File: config.mk
export PLATFORM = sky130hd
export DESIGN_NAME = gpu_top
export DESIGN_NICKNAME = d
export VERILOG_FILES = /design/src/common/gpu_pkg.sv /design/src/hdl/task_scheduler.sv /design/src/core/shader_core.sv /design/src/sh_mem/sh_mem.sv /design/src/hdl/gpu_top.sv
export VERILOG_INCLUDE_DIRS = /design/src /design/src/common
export SDC_FILE = /design/constraint.sdc
export NUM_CORES = 1
export LEC_CHECK = 0
export ABC_AREA = 1
export BUFFER_PORTS_ARGS = -buffer_cell sky130_fd_sc_hd__buf_2
export CORE_MARGIN = 2
export CORE_UTILIZATION = 25
export CTS_CLUSTER_DIAMETER = 40
export CTS_CLUSTER_SIZE = 25
export DETAILED_ROUTE_END_ITERATION = 7
export GPL_TIMING_DRIVEN = 0
export PLACE_DENSITY_LB_ADDON = 0.2
export REMOVE_ABC_BUFFERS = 1
export SYNTH_ARGS = -nofsm -noshare
export SYNTH_HDL_FRONTEND = slang
export SYNTH_SLANG_ARGS = --single-unit
File: constraint.sdc
create_clock -name clk -period 4.3 [get_ports clk]
set_input_delay 0.86 -clock clk [delete_from_list [all_inputs] [get_ports clk]]
set_output_delay 0.86 -clock clk [all_outputs]
set_load 0.02 [all_outputs]
File: src/common/gpu_defs.svh
`ifndef GPU_DEFS_SVH
`define GPU_DEFS_SVH

// pixel and framebuffer sizes
`define GPU_PIX_W       8
`define GPU_NUM_PIX     64
`define GPU_PIX_ADDR_W  6

`define GPU_NUM_CORES   2

`define GPU_APB_ADDR_W  12

// apb register map
`define GPU_REG_CTRL    12'h000 // write 1 to start a task
`define GPU_REG_OP      12'h004
`define GPU_REG_OPERAND 12'h008
`define GPU_REG_STATUS  12'h00C // bit 0 busy, bits 15:8 task count

// framebuffer window, one pixel per word, read only
`define GPU_FB_BASE     12'h100

`endif

File: src/common/gpu_pkg.sv
package gpu_pkg;

    // per-pixel shading operation, selected through the OP register
    typedef enum logic [1:0] {
        OP_ADD  = 2'd0, // index + operand
        OP_XOR  = 2'd1, // index ^ operand
        OP_MUL  = 2'd2, // low byte of index * operand
        OP_FILL = 2'd3  // operand only
    } op_e;

    // pixel walker inside each shader core
    typedef enum logic [1:0] {
        CORE_IDLE  = 2'd0,
        CORE_CALC  = 2'd1,
        CORE_WRITE = 2'd2 // holds the write request until granted
    } core_state_e;

    // task scheduler
    typedef enum logic [1:0] {
        SCHED_IDLE     = 2'd0,
        SCHED_DISPATCH = 2'd1, // start pulse to the cores
        SCHED_RUN      = 2'd2
    } sched_state_e;

endpackage

File: src/hdl/task_scheduler.sv
`timescale 1ns/1ps
`include "gpu_defs.svh"

module task_scheduler
    import gpu_pkg::*;
(
    input  logic                       clk,
    input  logic                       rst_n,
    input  logic [`GPU_APB_ADDR_W-1:0] paddr,
    input  logic                       psel,
    input  logic                       penable,
    input  logic                       pwrite,
    input  logic [31:0]                pwdata,
    output logic [31:0]                prdata,
    output logic                       pready,
    output logic                       pslverr,
    output logic                       core_start,
    output op_e                        op,
    output logic [`GPU_PIX_W-1:0]      operand,
    input  logic [`GPU_NUM_CORES-1:0]  core_done,
    output logic                       fb_rd_en,
    output logic [`GPU_PIX_ADDR_W-1:0] fb_rd_addr,
    input  logic [`GPU_PIX_W-1:0]      fb_rd_data
);

    sched_state_e               state;
    logic [`GPU_NUM_CORES-1:0]  done_seen; // cores finished in this task
    logic [7:0]                 task_cnt;
    logic                       fb_wait;
    logic                       busy;
    logic                       access;
    logic                       err;
    logic                       wr_ok;
    logic                       is_ctrl;
    logic                       is_op;
    logic                       is_operand;
    logic                       is_status;
    logic                       is_fb;
    logic [`GPU_APB_ADDR_W-1:0] fb_off;

    assign fb_off     = paddr - `GPU_FB_BASE;
    assign is_ctrl    = (paddr == `GPU_REG_CTRL);
    assign is_op      = (paddr == `GPU_REG_OP);
    assign is_operand = (paddr == `GPU_REG_OPERAND);
    assign is_status  = (paddr == `GPU_REG_STATUS);
    assign is_fb      = (paddr >= `GPU_FB_BASE) && (paddr[1:0] == 2'b00)
                     && (fb_off < `GPU_APB_ADDR_W'(4 * `GPU_NUM_PIX));

    assign busy   = (state != SCHED_IDLE);
    assign access = psel && penable;

    assign err = !(is_ctrl || is_op || is_operand || is_status || is_fb)
              || (pwrite && (is_status || is_fb))
              || (pwrite && busy && (is_ctrl || is_op || is_operand));

    // framebuffer reads wait one cycle for the memory and all else is zero wait
    assign pready  = access && (!(is_fb && !pwrite) || fb_wait);
    assign pslverr = pready && err;
    assign wr_ok   = pready && pwrite && !err;

    assign fb_rd_en   = access && is_fb && !pwrite && !fb_wait;
    assign fb_rd_addr = fb_off[`GPU_PIX_ADDR_W+1:2];

    assign core_start = (state == SCHED_DISPATCH);

    always_comb begin
        prdata = '0;
        if (pready && !pwrite && !err) begin
            if (is_op)
                prdata[1:0] = op;
            else if (is_operand)
                prdata[`GPU_PIX_W-1:0] = operand;
            else if (is_status) begin
                prdata[0]    = busy;
                prdata[15:8] = task_cnt;
            end else if (is_fb)
                prdata[`GPU_PIX_W-1:0] = fb_rd_data;
        end
    end

    always_ff @(posedge clk or negedge rst_n) begin
        if (!rst_n) begin
            state     <= SCHED_IDLE;
            done_seen <= '0;
            task_cnt  <= '0;
            fb_wait   <= 1'b0;
            op        <= OP_ADD;
            operand   <= '0;
        end else begin
            fb_wait   <= fb_rd_en;
            done_seen <= done_seen | core_done;
            if (wr_ok && is_op)
                op <= op_e'(pwdata[1:0]);
            if (wr_ok && is_operand)
                operand <= pwdata[`GPU_PIX_W-1:0];
            case (state)
                SCHED_IDLE: begin
                    if (wr_ok && is_ctrl && pwdata[0]) begin
                        state     <= SCHED_DISPATCH;
                        done_seen <= '0;
                    end
                end
                SCHED_DISPATCH: state <= SCHED_RUN;
                SCHED_RUN: begin
                    if (&done_seen) begin // both halves written
                        state    <= SCHED_IDLE;
                        task_cnt <= task_cnt + 8'd1;
                    end
                end
                default: state <= SCHED_IDLE;
            endcase
        end
    end

    // the cores see a fixed task while they run
    ap_task_locked: assert property (@(posedge clk) disable iff (!rst_n)
        busy |=> $stable(op) && $stable(operand));

endmodule

File: src/core/shader_core.sv
`timescale 1ns/1ps
`include "gpu_defs.svh"

module shader_core
    import gpu_pkg::*;
#(
    parameter int CORE_ID = 0 // first pixel, then every GPU_NUM_CORES-th
) (
    input  logic                       clk,
    input  logic                       rst_n,
    input  logic                       core_start,
    input  op_e                        op,
    input  logic [`GPU_PIX_W-1:0]      operand,
    output logic                       wr_valid,
    output logic [`GPU_PIX_ADDR_W-1:0] wr_addr,
    output logic [`GPU_PIX_W-1:0]      wr_data,
    input  logic                       wr_ready,
    output logic                       core_done
);

    localparam logic [`GPU_PIX_ADDR_W-1:0] FIRST_IDX = `GPU_PIX_ADDR_W'(CORE_ID);
    localparam logic [`GPU_PIX_ADDR_W-1:0] LAST_IDX  =
        `GPU_PIX_ADDR_W'(`GPU_NUM_PIX - `GPU_NUM_CORES + CORE_ID);
    localparam logic [`GPU_PIX_ADDR_W-1:0] STEP      = `GPU_PIX_ADDR_W'(`GPU_NUM_CORES);

    core_state_e                 state;
    logic [`GPU_PIX_ADDR_W-1:0]  pix_idx;
    logic [`GPU_PIX_W-1:0]       pix_val;
    logic [`GPU_PIX_W-1:0]       result;
    logic                        last_pix;

    assign pix_val = {{(`GPU_PIX_W - `GPU_PIX_ADDR_W){1'b0}}, pix_idx};

    always_comb begin
        case (op)
            OP_ADD:  result = pix_val + operand;
            OP_XOR:  result = pix_val ^ operand;
            OP_MUL:  result = pix_val * operand; // 8-bit context keeps the low byte
            default: result = operand;           // fill
        endcase
    end

    assign wr_valid  = (state == CORE_WRITE);
    assign wr_addr   = pix_idx;
    assign last_pix  = (pix_idx == LAST_IDX);
    assign core_done = wr_valid && wr_ready && last_pix;

    always_ff @(posedge clk or negedge rst_n) begin
        if (!rst_n) begin
            state   <= CORE_IDLE;
            pix_idx <= FIRST_IDX;
        end else begin
            case (state)
                CORE_IDLE: begin
                    if (core_start) begin
                        pix_idx <= FIRST_IDX;
                        state   <= CORE_CALC;
                    end
                end
                CORE_CALC: state <= CORE_WRITE;
                CORE_WRITE: begin
                    if (wr_ready) begin
                        if (last_pix)
                            state <= CORE_IDLE;
                        else begin
                            pix_idx <= pix_idx + STEP;
                            state   <= CORE_CALC;
                        end
                    end
                end
                default: state <= CORE_IDLE;
            endcase
        end
    end

    always_ff @(posedge clk) begin
        if (state == CORE_CALC)
            wr_data <= result;
    end

    // request stays put while the arbiter holds it off
    ap_wr_hold: assert property (@(posedge clk) disable iff (!rst_n)
        wr_valid && !wr_ready |=> wr_valid && $stable(wr_addr) && $stable(wr_data));

endmodule

File: src/sh_mem/sh_mem.sv
`timescale 1ns/1ps
`include "gpu_defs.svh"

module sh_mem (
    input  logic                       clk,
    input  logic                       rst_n,
    input  logic [`GPU_NUM_CORES-1:0]  wr_valid,
    input  logic [`GPU_PIX_ADDR_W-1:0] wr_addr0,
    input  logic [`GPU_PIX_W-1:0]      wr_data0,
    input  logic [`GPU_PIX_ADDR_W-1:0] wr_addr1,
    input  logic [`GPU_PIX_W-1:0]      wr_data1,
    output logic [`GPU_NUM_CORES-1:0]  wr_ready,
    input  logic                       fb_rd_en,
    input  logic [`GPU_PIX_ADDR_W-1:0] fb_rd_addr,
    output logic [`GPU_PIX_W-1:0]      fb_rd_data
);

    logic                  prio;    // core that wins the next collision
    logic                  collide;
    logic [`GPU_PIX_W-1:0] fb_mem [`GPU_NUM_PIX];

    assign collide = &wr_valid;

    always_comb begin
        wr_ready = '0;
        if (collide)
            wr_ready[prio] = 1'b1;
        else
            wr_ready = wr_valid; // at most one requester
    end

    always_ff @(posedge clk or negedge rst_n) begin
        if (!rst_n)
            prio <= 1'b0;
        else if (collide)
            prio <= ~prio;
    end

    // framebuffer comes out of reset black
    always_ff @(posedge clk or negedge rst_n) begin
        if (!rst_n) begin
            for (int i = 0; i < `GPU_NUM_PIX; i++)
                fb_mem[i] <= '0;
        end else if (wr_ready[0]) begin
            fb_mem[wr_addr0] <= wr_data0;
        end else if (wr_ready[1]) begin
            fb_mem[wr_addr1] <= wr_data1;
        end
    end

    // host read data is valid the cycle after fb_rd_en
    always_ff @(posedge clk) begin
        if (fb_rd_en)
            fb_rd_data <= fb_mem[fb_rd_addr];
    end

    ap_one_grant: assert property (@(posedge clk) disable iff (!rst_n)
        $onehot0(wr_ready));

endmodule

File: src/hdl/gpu_top.sv
`timescale 1ns/1ps
`include "gpu_defs.svh"

module gpu_top
    import gpu_pkg::*;
(
    input  logic                       clk,
    input  logic                       rst_n,
    input  logic [`GPU_APB_ADDR_W-1:0] paddr,
    input  logic                       psel,
    input  logic                       penable,
    input  logic                       pwrite,
    input  logic [31:0]                pwdata,
    output logic [31:0]                prdata,
    output logic                       pready,
    output logic                       pslverr
);

    logic                       core_start;
    op_e                        op;
    logic [`GPU_PIX_W-1:0]      operand;
    logic [`GPU_NUM_CORES-1:0]  core_done;
    logic [`GPU_NUM_CORES-1:0]  wr_valid;
    logic [`GPU_NUM_CORES-1:0]  wr_ready;
    logic [`GPU_PIX_ADDR_W-1:0] wr_addr0;
    logic [`GPU_PIX_ADDR_W-1:0] wr_addr1;
    logic [`GPU_PIX_W-1:0]      wr_data0;
    logic [`GPU_PIX_W-1:0]      wr_data1;
    logic                       fb_rd_en;
    logic [`GPU_PIX_ADDR_W-1:0] fb_rd_addr;
    logic [`GPU_PIX_W-1:0]      fb_rd_data;

    task_scheduler sched (
        .clk        (clk),
        .rst_n      (rst_n),
        .paddr      (paddr),
        .psel       (psel),
        .penable    (penable),
        .pwrite     (pwrite),
        .pwdata     (pwdata),
        .prdata     (prdata),
        .pready     (pready),
        .pslverr    (pslverr),
        .core_start (core_start),
        .op         (op),
        .operand    (operand),
        .core_done  (core_done),
        .fb_rd_en   (fb_rd_en),
        .fb_rd_addr (fb_rd_addr),
        .fb_rd_data (fb_rd_data)
    );

    // even pixels
    shader_core #(.CORE_ID(0)) core0 (
        .clk        (clk),
        .rst_n      (rst_n),
        .core_start (core_start),
        .op         (op),
        .operand    (operand),
        .wr_valid   (wr_valid[0]),
        .wr_addr    (wr_addr0),
        .wr_data    (wr_data0),
        .wr_ready   (wr_ready[0]),
        .core_done  (core_done[0])
    );

    // odd pixels
    shader_core #(.CORE_ID(1)) core1 (
        .clk        (clk),
        .rst_n      (rst_n),
        .core_start (core_start),
        .op         (op),
        .operand    (operand),
        .wr_valid   (wr_valid[1]),
        .wr_addr    (wr_addr1),
        .wr_data    (wr_data1),
        .wr_ready   (wr_ready[1]),
        .core_done  (core_done[1])
    );

    sh_mem sh_mem (
        .clk        (clk),
        .rst_n      (rst_n),
        .wr_valid   (wr_valid),
        .wr_addr0   (wr_addr0),
        .wr_data0   (wr_data0),
        .wr_addr1   (wr_addr1),
        .wr_data1   (wr_data1),
        .wr_ready   (wr_ready),
        .fb_rd_en   (fb_rd_en),
        .fb_rd_addr (fb_rd_addr),
        .fb_rd_data (fb_rd_data)
    );

endmodule

# Word level (Yosys, flattened, before mapping)
# Cells that the tools add are included.
# totals
reg_bits	576
in_bits	49
output_inout_bits	34
wordCells	226
# op_classes
n_addsub	6
mul	2
n_lt_le_gt_ge	9
n_eq_ne	21
n_mux	45
n_bitwise	7
reduce_logical	58
# ops
operator	n
$bwmux 512	2
$mux 512	2
$demux 8 s6	2
$mux 8	8
$bmux 8 s6	1
$pmux 8 s3	2
$mux 6	6
$logic_and 1x1->1	27
$eq 12x4->1 const B	2
$pmux 6 s2	2
$ge 7x7->1 const B	3
$not 6->7	3
$mux 2	9
$pmux 2 s3	3
$add 6x8->8	2
$mul 6x8->8	2
$mux 16	1
$xor 6x8->8	2
$lt 7x1->1 const B	2
$mux 14	1
$add 6x2->6 const B	2
$eq 12x3->1 const B	1
$eq 6x6->1 const B	2
$ge 12x9->1 const B	1
other kinds (22)	60

# Logic depth before layout (Yosys ltp)
# logic_depth
ltp_word	14
ltp_mapped	22
ltp_nobuf	20

# Cells and area by module
# From an unflattened synthesis, not the netlist that was laid out.
# hier_totals
hier_cells	4826
hier_area_um2	36179.7
# by_module_without_submodules
mod	n_inst	cells_per_inst	area_each_um2	seq_area_each_um2
sh_mem	1	4091	30894.6	13077.5
shader_core at core1	1	270	1910.6	441.7
shader_core at core0	1	262	1829.3	415.4
task_scheduler	1	203	1545.2	575.6

# Worst setup path before layout
# No wires, ideal clock.
# synth_path
path_kind	reg2reg
startpoint	reg core1.pix_idx[0] (netlist: core1.wr_addr[0])
endpoint	reg core1.wr_data[7], data pin
setup_time_ps	259
t_arrival_ps	3323
required_ps	4041
path_slack_ps	717
stages_incl_launch_ff	22
path_buffers	2
synth_period_minus_slack_ps	3583
path_cell_list	dfstp_2 buf_2 clkbuf_1 nand2_1 inv_1 fa_1 inv_1 fa_1 fa_1 inv_1 ha_1 nand2_1 nand2_1 nand2_1 nand2_1 inv_1 nand2_1 nand2_1 inv_1 nand2_1 nand3_1 nand3_1
# synth_between
elab_chain_len	2
elab_cells_between_ends	3
classes_between	add/sub: 1; mul: 1; mux: 1
# synth_rtl
item	line_no	source
start, declared	shader_core.sv:27	logic [`GPU_PIX_ADDR_W-1:0] pix_idx;
start signal, assigned	shader_core.sv:66	pix_idx <= pix_idx + STEP;
$mul 6x8->8 or $add 6x8->8 (tied branches)	shader_core.sv:38, shader_core.sv:36	
$pmux 8 s3 *	shader_core.sv:35	case (op)
net core1.result[7]	shader_core.sv:29	logic [`GPU_PIX_W-1:0] result;
end signal, assigned	shader_core.sv:78	wr_data <= result;
end, declared	shader_core.sv:16	output logic [`GPU_PIX_W-1:0] wr_data,
# The timed path passes the listed nets; every way through them passes the cells marked *.
# A chain may end at the register's enable or synchronous reset.

# Worst setup path after layout
# layout_path
startpoint	in paddr[2]
endpoint	out prdata[1]
# layout_between
elab_chain_len	11
elab_cells_between_ends	31
classes_between	add/sub: 1; order compare: 2; eq/ne: 3; mux: 5; reduce/logical: 20
# layout_rtl
item	line_no	source
start, declared	gpu_top.sv:9	input logic [`GPU_APB_ADDR_W-1:0] paddr,
parallel branches: the longest is 10 deep, another holds $sub 12x9->12	-	
$mux 16 *	task_scheduler.sv:68	if (pready && !pwrite && !err) begin
end, declared	gpu_top.sv:14	output logic [31:0] prdata,
# Mark *: on every way between the ends.

==> results.txt <==
I/O pin total: 83
Placement Rows: 130
Status: finished clean
Tmin final: 4.129 ns
Final period utilization: 96.01%
Worst-margin pin slew: 1.218 ns
Die X-Extent: 360.2 um
Final non-filler cell total: 5953
R2R depth: 8
Sink Count: 575
Worst VDD drop: 0.0003335 V
Syn_area_per_cell: 7.462 sq um
Initial core utilization: 25.22%
Power Dens Cells: 390.9 nW/um^2
Number of synthesized flops with an enable pin: 24
Cell family with most CP delay: buffers and inverters
FF+latch count, synth: 575
Part of the power in registers: 36.7%
CP required: 3.44 ns
Crit-path cells: clkbuf_8 -> clkinvlp_4 -> nor2_4 -> buf_12 -> inv_1 -> nor2_1 -> nand2_1 -> nand2_1 -> inv_1 -> nand2_1 -> nand2_1 -> a31oi_1 -> buf_2
Area Overhead vs Synth: 19.68%
Slowest stage delay, CP: 0.33 ns
Crit. path cell count: 13
Setup crit start kind: input port
Sequential fraction of the synthesis area: 45.75%
Crit path buf inv count: 6
Final setup fails: 0
Number of port buffers: 42
Fin. max-slew vios: 0
Largest family of logic cells by synthesized area: simple AND/OR/NAND/NOR gates
Via-to-Cell Ratio: 4.960
Post-Synth Simple-Gate Area: 23.11%
Crit-path slowest cell: clkbuf_8
Clock tree root driver cell: clkbuf_16
Placed wire-length estimate: 83510 um
First DRT Iteration DRCs: 2762
Ys flop type: dfrtp_1
Hold Buf Count CTS: 0
CP Data Arrival Time: 3.27 ns
Highest Clock Rate: 242.2 MHz
Pin count of the biggest net entering global routing: 101
Worst reg2reg path startpoint: core0.state[1]
Gr usage total: 19.63%
Routed WL: 129400 um
Core area: 125700 sq um
Combinational Power Share: 3.3%
R2R Setup Slk: 0.25 ns
Internal: 11.27 mW
Die area: 129700 sq um
Worst r2r dst: sh_mem.fb_mem[501]
MaxCap Viol Count: 0
DR pass1 iterations: 6
DR WL/cell: 21.74 um
Synth Area in Adders: 3.330%
Post-Place Cells: 5740
Worst Setup End Kind: output port
TritonCTS clock tree: built
Die Ht: 360.2 um
Fill cells: 13605
Post-route ant nets: 0
Syn Std Cell Area: 31720 sq um
Synth warn: 0
Compound-cell area share of the yosys netlist: 17.82%
Share of post-route cells with drive strength above 1: 8.856%
Clock latency at the later pin of the worst-skew pair: 0.69 ns
Maximum clock path buffer count: 3
Slew headroom: 18.50%
Area share of xor/xnor cells in the synthesized design: 0.4142%
Switching Share: 24.04%
Final Hold Fails: 0
Unique masters post-synth: 45
Reg clk slew, reported paths: 0.05 ns
RePlAce Congestion: 0.9044
Cells after Synth: 4250
Sw power: 3.567 mW
Setup ws final: 0.1715 ns
H-Tree Level Count: 3
Global-route wire length before repair: 189900 um
Initial antenna violation count: 4
Skew final: 0.06280 ns
Synth async-reset ratio: 95.83%
Number of global-route vias before repair: 27511
Most used cell, CP: nand2_1
DP Worst Slack: -1.040 ns
Vias: 29528
Post-route DRC violation count: 0
Hold crit path type: in -> async
Leak: 16.31 nW
Crit path kind: in -> out
Num CTS Buffers: 110
Maximum fanout along the worst path: 42
Nets: 4325
Total grt overflow: 0
Mux share of post-synthesis cell area: 0%
Clk network pwr share: 60.0%
## synth_stat cells, types with 8 or more instances
library cell | count | area, sq um
a21oi_1 | 61 | 305.3
a21oi_2 | 23 | 201.4
a22oi_1 | 17 | 127.6
buf_1 | 32 | 120.1
buf_2 | 62 | 310.3
buf_4 | 21 | 157.7
clkbuf_1 | 149 | 559.3
clkinv_1 | 48 | 180.2
dfrtp_1 | 550 | 13760
edfxtp_1 | 24 | 720.7
fa_1 | 24 | 480.5
ha_1 | 46 | 575.6
inv_1 | 446 | 1674
nand2_1 | 1344 | 5045
nand3_1 | 127 | 635.6
nand4_1 | 96 | 600.6
nor2_1 | 170 | 638.1
nor3_1 | 23 | 115.1
o21ai_0 | 638 | 3193
o21ai_1 | 13 | 65.06
o22ai_1 | 259 | 1620
or2_2 | 8 | 50.05
xor2_1 | 10 | 87.58
## worst max path at each step
stage                   from                 end  slack, ns
finish              paddr[2]           prdata[1]       0.17
global route        paddr[2]           prdata[7]    -0.0007
detailed placement  paddr[3]           prdata[1]      -1.04
floorplan           paddr[2]           prdata[7]      -1.91
global placement       rst_n  sh_mem.fb_mem[480]     -10.49
CTS                 paddr[3]           prdata[7]       0.02
## cell type report
type                    instances  area (sq um)  area share, %
flip-flops and latches        575         14510          38.23
well taps                    1650          2064          5.439
repair buffers                 91          1299          3.422
multi-input cells            2930         14360          37.84
diodes                          1         2.502       0.006593
clock buffers                 143          3037          8.000
inverters                     498          1887          4.971
clock inverters                65         793.3          2.090
## logic make-up (layout without fill, tap and decap cells)
family / after synthesis / after routing
other cells: 1 / 20
compound gates: 1029 / 1029
simple gates: 1796 / 1797
xor+xnor: 15 / 15
flops: 575 / 575
buf+inv: 764 / 797
fa+ha+maj: 70 / 70
## cells in the final DEF, fill, tap and decap left out, drive strengths merged, types with 84 or more instances in the layout
cell type  count
nand2       1350
o21ai        651
dfrtp        550
inv          457
o22ai        259
nor2         180
clkbuf       145
nand3        129
nand4         96
buf           89
a21oi         84
## power by group through the flow
stage	sequential, mW	clock, mW	combinational, mW
after floorplan	5.54	0	0.123
after global placement	5.54	0	0.426
after detailed placement	5.54	0	0.486
after CTS	5.45	9.03	0.493
after global routing	5.45	9.28	0.528
final	5.45	8.90	0.490
## layer usage
layer	track usage [%]	part of all wire, %	vias up
met3	3.227	6.7	224
li1	-	-	13825
met1	28.54	47	14473
met2	29.26	43	1002
met4	6.649	3.4	4
met5	0	0.017	-
## stage by stage
step	hold WS (ns)	util [%]	TNS [ns]	power (mW)	instance area, sq um
after floorplan	0.4497	-	-47.87	5.665	30620
after global placement	0.4637	26.16	-7163.67	5.970	32890
after detailed placement	0.4698	27.07	-27.05	6.026	34030
after CTS	0.1041	30.15	0	14.97	37910
after global routing	0.1283	30.19	-0.0006606	15.25	37950
final	0.1114	30.19	0	14.84	37960
## flip-flops by register name, summed over array words and instances, names as in the netlist, 5 cells and up
signal,flops
core1.wr_addr,6
sh_mem.fb_rd_data,8
sched.operand,8
core1.wr_data,8
core0.wr_addr,5
sched.task_cnt,8
sh_mem.fb_mem,512
core0.wr_data,8
## worst register-to-register path: cells and delay by family, from the launching register on
family,cells,cell delay [ns]
and+or+nand+nor,5,3.05
DFF,1,0.42
AOI/OAI and AO/OA,1,0.37
buffers and inverters,2,0.15
## timing repair
action                     4_1_cts  5_1_grt
buffers inserted                 2        1
setup endpoints to repair       24       32
resized for setup                9       11
cloned                           1        0
pin swaps                        2        0
Power figures use the tool's default switching activity.
